## src/rtl/minerPkg.sv

```systemverilog
package minerPkg;

	localparam int NUM_CORES = 4; // power of two
	localparam int ROUNDS = 8;
	localparam int SEARCH_SPAN = 256;
	localparam int BUF_DEPTH = 8;

	localparam int CORE_SPAN = SEARCH_SPAN / NUM_CORES; // nonces per core
	localparam int CORE_IDX_W = $clog2(NUM_CORES);
	localparam int ROUND_W = $clog2(ROUNDS);
	localparam int BUF_PTR_W = $clog2(BUF_DEPTH);

	typedef struct packed {
		logic [31:0] data;
		logic [31:0] target; // hit when hash < target
		logic [3:0] tag;
	} blockHeader_t;

	typedef struct packed {
		logic [31:0] nonce;
		logic [3:0] tag;
	} hitResult_t;

	typedef enum logic [2:0] {
		IDLE,
		LOAD,
		MIX,
		REPORT,
		DONE
	} coreState_e;

	localparam logic [31:0] ROUND_CONST [ROUNDS] = '{
		32'h428a2f98,
		32'h71374491,
		32'hb5c0fbcf,
		32'he9b5dba5,
		32'h3956c25b,
		32'h59f111f1,
		32'h923f82a4,
		32'hab1c5ed5
	};

	// one add-rotate-xor round
	function automatic logic [31:0] mixRound(
		input logic [31:0] state,
		input logic [ROUND_W-1:0] round,
		input logic [31:0] data
	);
		logic [31:0] rotated;
		logic [31:0] keyed;
		rotated = {state[26:0], state[31:27]};
		keyed = state ^ ROUND_CONST[round];
		return (rotated + keyed) ^ data;
	endfunction

endpackage
```

## src/rtl/minerTop.sv

```systemverilog
`timescale 1ns/1ps

module minerTop import minerPkg::*; (
	input logic clk,
	input logic reset_i,
	input logic blkValid_i,
	input blockHeader_t blkHeader_i,
	input logic readReady_i,
	output logic resultValid_o,
	output hitResult_t result_o,
	output logic error_o,
	output logic searchDone_o
);

	blockHeader_t header;
	logic newJob;
	logic [NUM_CORES-1:0] hitReq;
	logic [NUM_CORES-1:0] grant;
	logic [NUM_CORES-1:0] coreDone;
	hitResult_t [NUM_CORES-1:0] hits;
	logic busValid;
	hitResult_t busResult;

	blockStore blkStore (
		.clk,
		.reset_i,
		.blkValid_i,
		.blkHeader_i,
		.header_o(header),
		.newJob_o(newJob)
	);

	// peer cores, each on its own nonce stride
	generate
		for (genvar i = 0; i < NUM_CORES; i++) begin : cores
			hashCore #(.CORE_INDEX(i)) core (
				.clk,
				.reset_i,
				.header_i(header),
				.newJob_i(newJob),
				.grant_i(grant[i]),
				.hitReq_o(hitReq[i]),
				.hit_o(hits[i]),
				.done_o(coreDone[i])
			);
		end
	endgenerate

	resultArbiter arbiter (
		.clk,
		.reset_i,
		.hitReq_i(hitReq),
		.hits_i(hits),
		.grant_o(grant),
		.busValid_o(busValid),
		.busResult_o(busResult)
	);

	nonceBuffer nonBuf (
		.clk,
		.reset_i,
		.push_i(busValid),
		.pushData_i(busResult),
		.readReady_i,
		.valid_o(resultValid_o),
		.data_o(result_o),
		.error_o
	);

	assign searchDone_o = &coreDone; // all cores finished

endmodule

```

## src/rtl/nonceBuffer.sv

```systemverilog
`timescale 1ns/1ps

module nonceBuffer import minerPkg::*; (
	input logic clk,
	input logic reset_i,
	input logic push_i,
	input hitResult_t pushData_i,
	input logic readReady_i,
	output logic valid_o,
	output hitResult_t data_o,
	output logic error_o
);

	hitResult_t mem [BUF_DEPTH];
	logic [BUF_PTR_W-1:0] rdPtr;
	logic [BUF_PTR_W-1:0] wrPtr;
	logic [BUF_PTR_W:0] count;
	logic full;
	logic pop;
	logic accept;

	assign full = count == (BUF_PTR_W + 1)'(BUF_DEPTH);
	assign pop = readReady_i && valid_o;
	assign accept = push_i && (!full || pop); // slot freed by same-cycle pop

	always_ff @(posedge clk) begin
		if (accept) begin
			mem[wrPtr] <= pushData_i;
		end
	end

	always_ff @(posedge clk) begin
		if (reset_i) begin
			rdPtr <= '0;
			wrPtr <= '0;
			count <= '0;
			error_o <= 1'b0;
		end else begin
			if (accept) begin
				wrPtr <= wrPtr + 1'b1;
			end
			if (pop) begin
				rdPtr <= rdPtr + 1'b1;
			end
			case ({accept, pop})
				2'b10: count <= count + 1'b1;
				2'b01: count <= count - 1'b1;
				default: count <= count;
			endcase
			if (push_i && !accept) begin
				error_o <= 1'b1; // sticky until reset
			end
		end
	end

	// head shown without read delay
	assign valid_o = count != '0;
	assign data_o = mem[rdPtr];

endmodule

```

## src/rtl/resultArbiter.sv

```systemverilog
`timescale 1ns/1ps

module resultArbiter import minerPkg::*; (
	input logic clk,
	input logic reset_i,
	input logic [NUM_CORES-1:0] hitReq_i,
	input hitResult_t [NUM_CORES-1:0] hits_i,
	output logic [NUM_CORES-1:0] grant_o,
	output logic busValid_o,
	output hitResult_t busResult_o
);

	logic [CORE_IDX_W-1:0] lastGrant;
	logic [CORE_IDX_W-1:0] grantIdx;
	logic [CORE_IDX_W-1:0] cand;
	logic found;

	// search starts one past the last winner, ends on it
	always_comb begin
		grant_o = '0;
		grantIdx = lastGrant;
		cand = lastGrant;
		found = 1'b0;
		for (int i = 1; i <= NUM_CORES; i++) begin
			cand = lastGrant + CORE_IDX_W'(i);
			if (!found && hitReq_i[cand]) begin
				found = 1'b1;
				grantIdx = cand;
			end
		end
		if (found) begin
			grant_o[grantIdx] = 1'b1;
		end
	end

	always_ff @(posedge clk) begin
		if (reset_i) begin
			busValid_o <= 1'b0;
			lastGrant <= CORE_IDX_W'(NUM_CORES - 1); // core 0 first
		end else begin
			busValid_o <= found;
			if (found) begin
				lastGrant <= grantIdx;
			end
		end
	end

	always_ff @(posedge clk) begin
		if (found) begin
			busResult_o <= hits_i[grantIdx];
		end
	end

endmodule

```

## src/rtl/hashCore.sv

```systemverilog
`timescale 1ns/1ps

module hashCore import minerPkg::*; #(
	parameter int CORE_INDEX = 0
) (
	input logic clk,
	input logic reset_i,
	input blockHeader_t header_i,
	input logic newJob_i,
	input logic grant_i,
	output logic hitReq_o,
	output hitResult_t hit_o,
	output logic done_o
);

	localparam logic [31:0] FIRST_NONCE = CORE_INDEX;
	localparam logic [31:0] LAST_NONCE = CORE_INDEX + (CORE_SPAN - 1) * NUM_CORES;
	localparam logic [ROUND_W-1:0] LAST_ROUND = ROUND_W'(ROUNDS - 1);

	coreState_e state;
	logic [31:0] nonce;
	logic [31:0] mixState;
	logic [31:0] mixNext;
	logic [ROUND_W-1:0] round;
	logic [3:0] jobTag;
	logic lastRound;
	logic isHit;
	logic lastNonce;
	logic advance;

	assign mixNext = mixRound(mixState, round, header_i.data);
	assign lastRound = round == LAST_ROUND;
	assign isHit = mixNext < header_i.target;
	assign lastNonce = nonce == LAST_NONCE;

	// current nonce finished, either a miss or a granted hit
	assign advance = (state == MIX && lastRound && !isHit) || (state == REPORT && grant_i);

	always_ff @(posedge clk) begin
		if (reset_i) begin
			state <= IDLE;
		end else if (newJob_i) begin
			state <= LOAD; // restart drops any pending hit
		end else begin
			case (state)
				LOAD: begin
					state <= MIX;
				end
				MIX: begin
					if (lastRound && isHit) begin
						state <= REPORT;
					end else if (advance) begin
						state <= lastNonce ? DONE : LOAD;
					end
				end
				REPORT: begin
					if (advance) begin
						state <= lastNonce ? DONE : LOAD;
					end
				end
				default: begin
					state <= state; // IDLE and DONE wait for a job
				end
			endcase
		end
	end

	// nonce walk, stride of NUM_CORES
	always_ff @(posedge clk) begin
		if (newJob_i) begin
			nonce <= FIRST_NONCE;
			jobTag <= header_i.tag;
		end else if (advance && !lastNonce) begin
			nonce <= nonce + NUM_CORES;
		end
	end

	always_ff @(posedge clk) begin
		if (state == LOAD) begin
			mixState <= header_i.data ^ nonce;
			round <= '0;
		end else if (state == MIX) begin
			mixState <= mixNext;
			round <= round + 1'b1;
		end
	end

	assign hitReq_o = state == REPORT;
	assign hit_o = '{nonce: nonce, tag: jobTag};
	assign done_o = state == DONE;

endmodule

```

## src/rtl/blockStore.sv

```systemverilog
`timescale 1ns/1ps

module blockStore import minerPkg::*; (
	input logic clk,
	input logic reset_i,
	input logic blkValid_i,
	input blockHeader_t blkHeader_i,
	output blockHeader_t header_o,
	output logic newJob_o
);

	blockHeader_t header;
	logic newJob;

	// header held until the next strobe
	always_ff @(posedge clk) begin
		if (blkValid_i) begin
			header <= blkHeader_i;
		end
	end

	always_ff @(posedge clk) begin
		if (reset_i) begin
			newJob <= 1'b0;
		end else begin
			newJob <= blkValid_i; // one pulse per strobe
		end
	end

	assign header_o = header;
	assign newJob_o = newJob;

endmodule

```

## config.mk

```make
export PLATFORM = sky130hd
export DESIGN_NAME = minerTop
export DESIGN_NICKNAME = d
export VERILOG_FILES = /design/src/rtl/minerPkg.sv /design/src/rtl/minerTop.sv /design/src/rtl/nonceBuffer.sv /design/src/rtl/resultArbiter.sv /design/src/rtl/hashCore.sv /design/src/rtl/blockStore.sv
export SDC_FILE = /design/constraint.sdc
export NUM_CORES = 2
export LEC_CHECK = 0
export BUFFER_PORTS_ARGS = -buffer_cell sky130_fd_sc_hd__buf_2
export CAP_MARGIN = 40
export CORE_MARGIN = 5
export CORE_UTILIZATION = 30
export DETAILED_ROUTE_END_ITERATION = 10
export PLACE_DENSITY_LB_ADDON = 0.3
export SETUP_SLACK_MARGIN = 0.4
export SYNTH_ARGS = -nofsm -noshare
export SYNTH_HDL_FRONTEND = slang
export SYNTH_SLANG_ARGS = --single-unit
```

## constraint.sdc

```tcl
create_clock -name clk -period 8.7 [get_ports clk]
set_input_delay 0.87 -clock clk [delete_from_list [all_inputs] [get_ports clk]]
set_output_delay 0.87 -clock clk [all_outputs]
set_load 0.01 [all_outputs]
```

-- Word-level counts from Yosys, hierarchy flattened
Memory sizes are Yosys's and may differ from the RTL's. A register that Yosys moved wholly into a read port is not among the register bits.
Cells that the tools add are included.
- bits of input ports: 72
- memories: 5
- memory bits (read-only): 1024
- word-level logic and storage cells: 237
- memory bits (writable): 288
- register bits: 403
- memory list (name ; depth ; width ; read ports ; clocked after memory_dff ; write ports ; RTL line ; text):
    nonBuf.mem ; 8 ; 36 ; 1 ; 1 ; 1 ; nonceBuffer.sv:14 ; hitResult_t mem [BUF_DEPTH];
    (no name shown) ; 8 ; 32 ; 1 ; 0 ; 0 ; minerPkg.sv:52 ; keyed = state ^ ROUND_CONST[round];
    (no name shown) ; 8 ; 32 ; 1 ; 0 ; 0 ; minerPkg.sv:52 ;
    (no name shown) ; 8 ; 32 ; 1 ; 0 ; 0 ; minerPkg.sv:52 ;
    (no name shown) ; 8 ; 32 ; 1 ; 0 ; 0 ; minerPkg.sv:52 ;
- magnitude comparators: 14
- reduce and logical (&&, ||, !) cells: 61
- multiplexer cells: 62
- add/subtract/negate cells: 19
- bitwise operators: 16
- equality and inequality tests: 27
- operator list (kind ; count):
    2-to-1 mux 32 bit ; 16
    bitwise XOR 32 bit ; 12
    adder 32 x 3 -> 32 bit (second input constant) ; 4
    adder 32 bit ; 4
    == test 32 x 8 -> 1 bit (second input constant) ; 4
    less-than comparator 32 bit ; 4
    binary-select mux 36 bit (select 2 bit) ; 1
    2-to-1 mux 3 bit ; 14
    2-to-1 mux 36 bit ; 1
    one-hot mux 3 bit (3 select lines) ; 4
    logical AND 1 bit ; 27
    == test 3 x 2 -> 1 bit (second input constant) ; 8
    == test 3 bit (second input constant) ; 8
    nonzero test 4 bit ; 5
    adder 3 x 1 -> 3 bit (second input constant) ; 6
    >= comparator 4 bit (second input constant) ; 4
    inverter 3 -> 4 bit ; 4
    less-than comparator 2 x 3 -> 1 bit (second input constant) ; 5
    2-to-1 mux 1 bit ; 15
    logical NOT 1 bit ; 13
    == test 3 x 1 -> 1 bit (second input constant) ; 4
    nonzero test 3 bit ; 4
    nonzero test 2 bit ; 5
    binary-select mux 1 bit (select 2 bit) ; 4
    15 further kinds ; 23

-- Depth between registers and ports, before layout
- word-level depth: 24
- gate-level depth with buffers: 30

-- By module
A second synthesis with hierarchy kept.
- cells, all modules: 4109
- area total of the unflattened synthesis: 44624.0 µm²
- by module, submodules not included (module ; instances ; area each (µm²) ; cells each):
    nonceBuffer ; 1 ; 11843.9 ; 503
    hashCore at cores[3].core ; 1 ; 7233.2 ; 874
    hashCore at cores[2].core ; 1 ; 7084.3 ; 844
    hashCore at cores[0].core ; 1 ; 6972.9 ; 816
    hashCore at cores[1].core ; 1 ; 6931.6 ; 821
    resultArbiter ; 1 ; 2473.6 ; 180
    blockStore ; 1 ; 2075.7 ; 70
    minerTop ; 1 ; 8.8 ; 1

-- Worst setup path after synthesis
OpenSTA, ideal clock, no wires.
- path kind: register to register
- start point: register cores[3].core.round[1]
- end point: register cores[3].core.nonce[24]
- stages on the path, launching flop included: 29
- setup time: 123 ps
- arrival: 6172 ps
- setup slack: 2404 ps
- path through: dfxtp_1 > clkbuf_1 > inv_1 > ha_1 > nor2b_1 > a21oi_1 > xor2_1 > ha_1 > fa_1 > a21oi_1 > o21ai_0 > o21ai_0 > a21oi_1 > o41ai_1 > o21ai_1 > o41ai_1 > xnor2_1 > xor2_1 > ha_1 > nand4_1 > nor2_1 > and2_1 > nand2_1 > or4_1 > a31oi_1 > nor3_2 > nor4b_4 > or3b_1 > mux2_1
- longest elaborated chain between the ends: 12
- elaborated cells on any way between the ends: 14
- those cells by class: add/sub (1); order compare (1); eq/ne (1); mux (2); bitwise (3); reduce/logical (5); memory (1)
- RTL lines (what ; RTL line ; text):
    start, declared ; hashCore.sv:24 ; logic [ROUND_W-1:0] round;
    start signal, assigned ; hashCore.sv:84 ; round <= round + 1'b1;
    inverter 3 -> 4 bit (implied by the code) ; minerPkg.sv:52 ;
    memory read (8 x 32 bit) ; -- ;
    2-to-1 mux 32 bit (implied by the code) (2 in series) ; minerPkg.sv:52 ;
    bitwise XOR 32 bit ; minerPkg.sv:52 ;
    adder 32 bit ; minerPkg.sv:53 ; return (rotated + keyed) ^ data;
    bitwise XOR 32 bit ; minerPkg.sv:53 ;
    less-than comparator 32 bit ; hashCore.sv:33 ; assign isHit = mixNext < header_i.target;
    logical NOT 1 bit ; hashCore.sv:37 ; assign advance = (state == MIX && lastRound && !isHit) || (state == REPORT && grant_i);
    logical AND 1 bit (*) ; hashCore.sv:37 ;
    logical OR 1 bit (*) ; hashCore.sv:37 ;
    logical AND 1 bit (*) ; hashCore.sv:73 ; end else if (advance && !lastNonce) begin
    end signal, assigned ; hashCore.sv:74 ; nonce <= nonce + NUM_CORES;
    end, declared ; hashCore.sv:21 ; logic [31:0] nonce;
Mark *: on every way between the ends. The rest lies on a longest branch, timed or not. The select of a mux whose other input is x is not followed.
A chain may end at the register's enable or synchronous reset.

-- Final worst setup path
- start point: register cores[0].core.round[1]
- end point: register cores[0].core.nonce[26]
- longest elaborated chain between the ends: 12
- elaborated cells on any way between the ends: 14
- those cells by class: add/sub (1); order compare (1); eq/ne (1); mux (2); bitwise (3); reduce/logical (5); memory (1)
- RTL lines (what ; RTL line):
    start, declared ; hashCore.sv:24
    start signal, assigned ; hashCore.sv:84
    inverter 3 -> 4 bit (implied by the code) ; minerPkg.sv:52
    memory read (8 x 32 bit) ; --
    2-to-1 mux 32 bit (implied by the code) (2 in series) ; minerPkg.sv:52
    bitwise XOR 32 bit ; minerPkg.sv:52
    adder 32 bit ; minerPkg.sv:53
    bitwise XOR 32 bit ; minerPkg.sv:53
    less-than comparator 32 bit ; hashCore.sv:33
    logical NOT 1 bit ; hashCore.sv:37
    logical AND 1 bit (*) ; hashCore.sv:37
    logical OR 1 bit (*) ; hashCore.sv:37
    logical AND 1 bit (*) ; hashCore.sv:73
    end signal, assigned ; hashCore.sv:74
    end, declared ; hashCore.sv:21
Marked as above.

==> impl_results.md <==
- Synth Instances: 3,723
- Placer Congestion: 0.9119
- Detailed Route Iter0 Violations: 3,065
- Row cnt: 136
- Clock Power Share: 16.4%
- Crit Path Max Fanout: 17
- TritonRoute pass-1 iters: 5
- Net Sw Frac: 43.31%
- Lkg Pwr: 16.92 nW
- Max-slew violations: 0
- Routed WL: 141,400 microns
- First-pass GRT wire length: 200,900 microns
- Resized Gates After CTS: 0
- Run status: completed
- Syn_nets: 4,096
- Dpl cells: 5,514
- CTS Hold Bufs: 0
- H-tree Lvls: 3
- Routed via count: 30,260
- Critical path arrival: 7.97 ns
- Antenna violations before repair: 4
- Synth unique cells: 95
- Die area: 146,000 sq um
- Worst setup path startpoint: cores[0].core.round[1]
- Layout overhead on the synthesized area: 12.72%
- Final WS setup: 1.263 ns
- Slew margin rel.: 38.40%
- Flop pwr share: 23.3%
- Fmax: 0.1345 GHz
- Critical path endpoint category: register
- NetSw: 8.498 mW
- Reg-to-reg startpoint: cores[0].core.round[1]
- Final cell count without fillers: 5,652
- Ratio of cells with drive above 1 in the final layout: 13.04%
- Average size of a mapped cell: 11.16 sq um
- Worst skew pair latency: 0.68 ns
- Count of boundary I/O pins: 111
- Number of synthesized register bits: 686
- Synth Warn #: 0
- Endpoints failing hold: 0
- Hold_ws: 0.3715 ns
- Worst-margin pin slew: 0.9240 ns
- Setup_tns: 0 ns
- Worst path bufs/invs: 2
- Die Wd: 382.1 microns
- Synthesized cell area: 41,540 sq um
- Delay-heaviest family, CP: compound AO/OA/AOI/OAI gates
- Post-route ant nets: 0
- Seq/Total Area, Yosys: 45.68%
- Min-delay src: blkHeader_i[5]
- CTS tree: done
- CP max stage cell: dfxtp_1
- DIE HEIGHT: 382.1 microns
- RSZ-0062 raised after global routing: false
- Pre-CTS setup slack: 1.386 ns
- CTS Sinks: 686
- Most used DFF post-synth: edfxtp_1
- Setup CP Type: reg -> reg
- Metal-1 WL: 62,980 microns
- Fin crit period: 7.437 ns
- GRT Util Overall: 18.74%
- Root Driver: clkbuf_16
- WL per Instance: 25.02 microns
- Tcrit/Tclk final: 85.49%
- Clock Path Buffers: 3
- Comb pwr share: 60.3%
- Critical Path RT: 9.23 ns
- Met2 routed WL: 60,650 microns
- Vias in the first global route: 28,600
- DR vias/cell: 5.354
- Num CTS Buffers: 75
- PwrDens: 419.0 nW/um^2
- Initial Util: 30.22%
- Clk_skew: 0.02650 ns
- Largest net degree at the start of global routing: 79
- IO Port Bufs: 110
- Max-cap violations: 0
- Post-synth EDFFs: 524
- Nets: 4,170
- Hold/Removal Path Class: in -> reg
- Worst setup SP type: register
- Asr flop ratio synth: 0%
- CORE AREA: 137,500 sq um
- Peak VDD IR: 197.0 uV
- # setup viols final: 0
- Internal: 11.12 mW
- Post-CTS Repair Setup Buffers: 0
- Overall power: 19.62 mW
- DRC viols: 0
- Hpwl dp: 101,700 microns
- CTS clk-pin slew, worst paths: 0.07 ns
- Global route overflow: 0
- DR top layer: met5
- Slowest cell delay on critical path: 0.68 ns
- Met3 wire length: 13,040 microns
[layout make-up]
class,instances,area (sq um)
diodes,1,2.502
clock buffers,100,2091
clock inverters,37,356.6
fillers,13700,90660
inverters,104,390.4
multi-input cells,2749,21540
flip-flops and latches,686,18990
well taps,1794,2245
repair buffers,181,1216
[Yosys cell counts, types with 30 or more instances]
library cell | number | area, sq um
nand2_1 | 181 | 679.4
nand2b_1 | 30 | 187.7
nand3_1 | 73 | 365.4
a21oi_1 | 300 | 1501
nor3_1 | 39 | 195.2
buf_1 | 44 | 165.2
nor4_1 | 44 | 275.3
nor2_1 | 315 | 1182
dfxtp_1 | 162 | 3243
edfxtp_1 | 524 | 15740
o21ai_0 | 130 | 650.6
nor2b_1 | 37 | 231.5
clkbuf_1 | 123 | 461.7
a21o_1 | 117 | 878.3
ha_1 | 296 | 3704
xnor2_1 | 422 | 3696
mux2_2 | 52 | 585.6
nand4_1 | 56 | 350.3
mux4_2 | 102 | 2297
xor2_1 | 156 | 1366
inv_1 | 103 | 386.6
or3_1 | 32 | 200.2
mux2i_1 | 47 | 470.5
[placed cells by master (no fill, tap or decap), drive strengths merged, types with 10 or more instances in the layout]
cell    instances
edfxtp        524
xnor2         422
nor2          315
a21oi         300
ha            296
nand2         182
buf           181
dfxtp         162
xor2          156
o21ai         135
a21o          117
inv           109
mux4          102
clkbuf        100
nand3          74
nand4          56
mux2           54
mux2i          47
nor4           45
nor3           44
nor2b          38
or3            33
nand2b         31
and3           26
clkinv         22
o21a           21
a211oi         21
a31oi          20
o31ai          16
and4           16
o21bai         16
o211ai         16
and2           14
a31o           11
or2            10
[flip-flops by register name, indices dropped and copies added, names as in the netlist, named ones only]
name and flops:
nonBuf.mem 288, blkStore.header_o 68, arbiter.busValid_o 1, cores.core.jobTag 4
cores.core.nonce 120, nonBuf.rdPtr 3, nonBuf.count 4, arbiter.lastGrant 2
nonBuf.wrPtr 3, arbiter.busResult_o 36, cores.core.round 12, nonBuf.error_o 1
cores.core.state 12, blkStore.newJob_o 1, cores.core.mixState 128
[worst register-to-register path: stages (launching register included)]
cell	delay (ns)
dfxtp_1	0.68
inv_1	0.23
ha_1	0.25
nor2b_1	0.14
a21oi_1	0.32
xor2_1	0.13
ha_1	0.23
fa_1	0.41
a21o_1	0.18
a21o_1	0.20
a21oi_1	0.22
o21ai_0	0.15
nand3_1	0.32
a21oi_1	0.21
a211oi_1	0.30
xnor2_1	0.20
xor2_1	0.11
ha_1	0.32
and4_1	0.22
nand2_1	0.05
or2_2	0.34
a2111oi_0	0.39
buf_1	0.21
o2111a_1	0.33
o2111ai_2	0.49
nor4_1	0.43
xnor2_1	0.16
nor2_1	0.06
[metrics by stage]
stage               instance area (sq um)  util (%)
finish                              46830     34.06
global route                        46820     34.06
CTS                                 46820     34.06
detailed placement                  44380     32.28
global placement                    44140     32.11
floorplan                           41540         -
[cell families after synthesis]
family	synth area share [%]
adder cells (fa/ha/maj)	9.156
multiplexers	8.126
buffers and inverters	2.680
AND/OR/NAND/NOR	10.91
AO/OA/AOI/OAI	11.21
XOR/XNOR	12.24
flip-flops	45.68
[metal layers]
metal	vias to the layer above	track usage [%]
met5	-	0
met1	14890	26.89
met3	213	4.169
met2	1320	28.24
met4	4	5.618
li1	13840	-
[power groups by stage]
stage | clock, mW | sequential, mW | combinational [mW]
finish | 3.21 | 4.58 | 11.8
global route | 3.42 | 4.61 | 13.1
CTS | 3.28 | 4.58 | 11.7
detailed placement | 0 | 4.64 | 11.6
global placement | 0 | 4.66 | 11.5
floorplan | 0 | 4.42 | 8.98
[worst paths after layout]
path / end / cells past startpoint / slack (ns)
max: cores[0].core.nonce[26] / 27 / 1.26
max reg2reg: cores[0].core.nonce[26] / 27 / 1.26
min reg2reg: arbiter.busResult_o[2] / 0 / 0.42
min: blkStore.header_o[5] / 1 / 0.37
No activity file was read; power rests on OpenSTA's default activity.
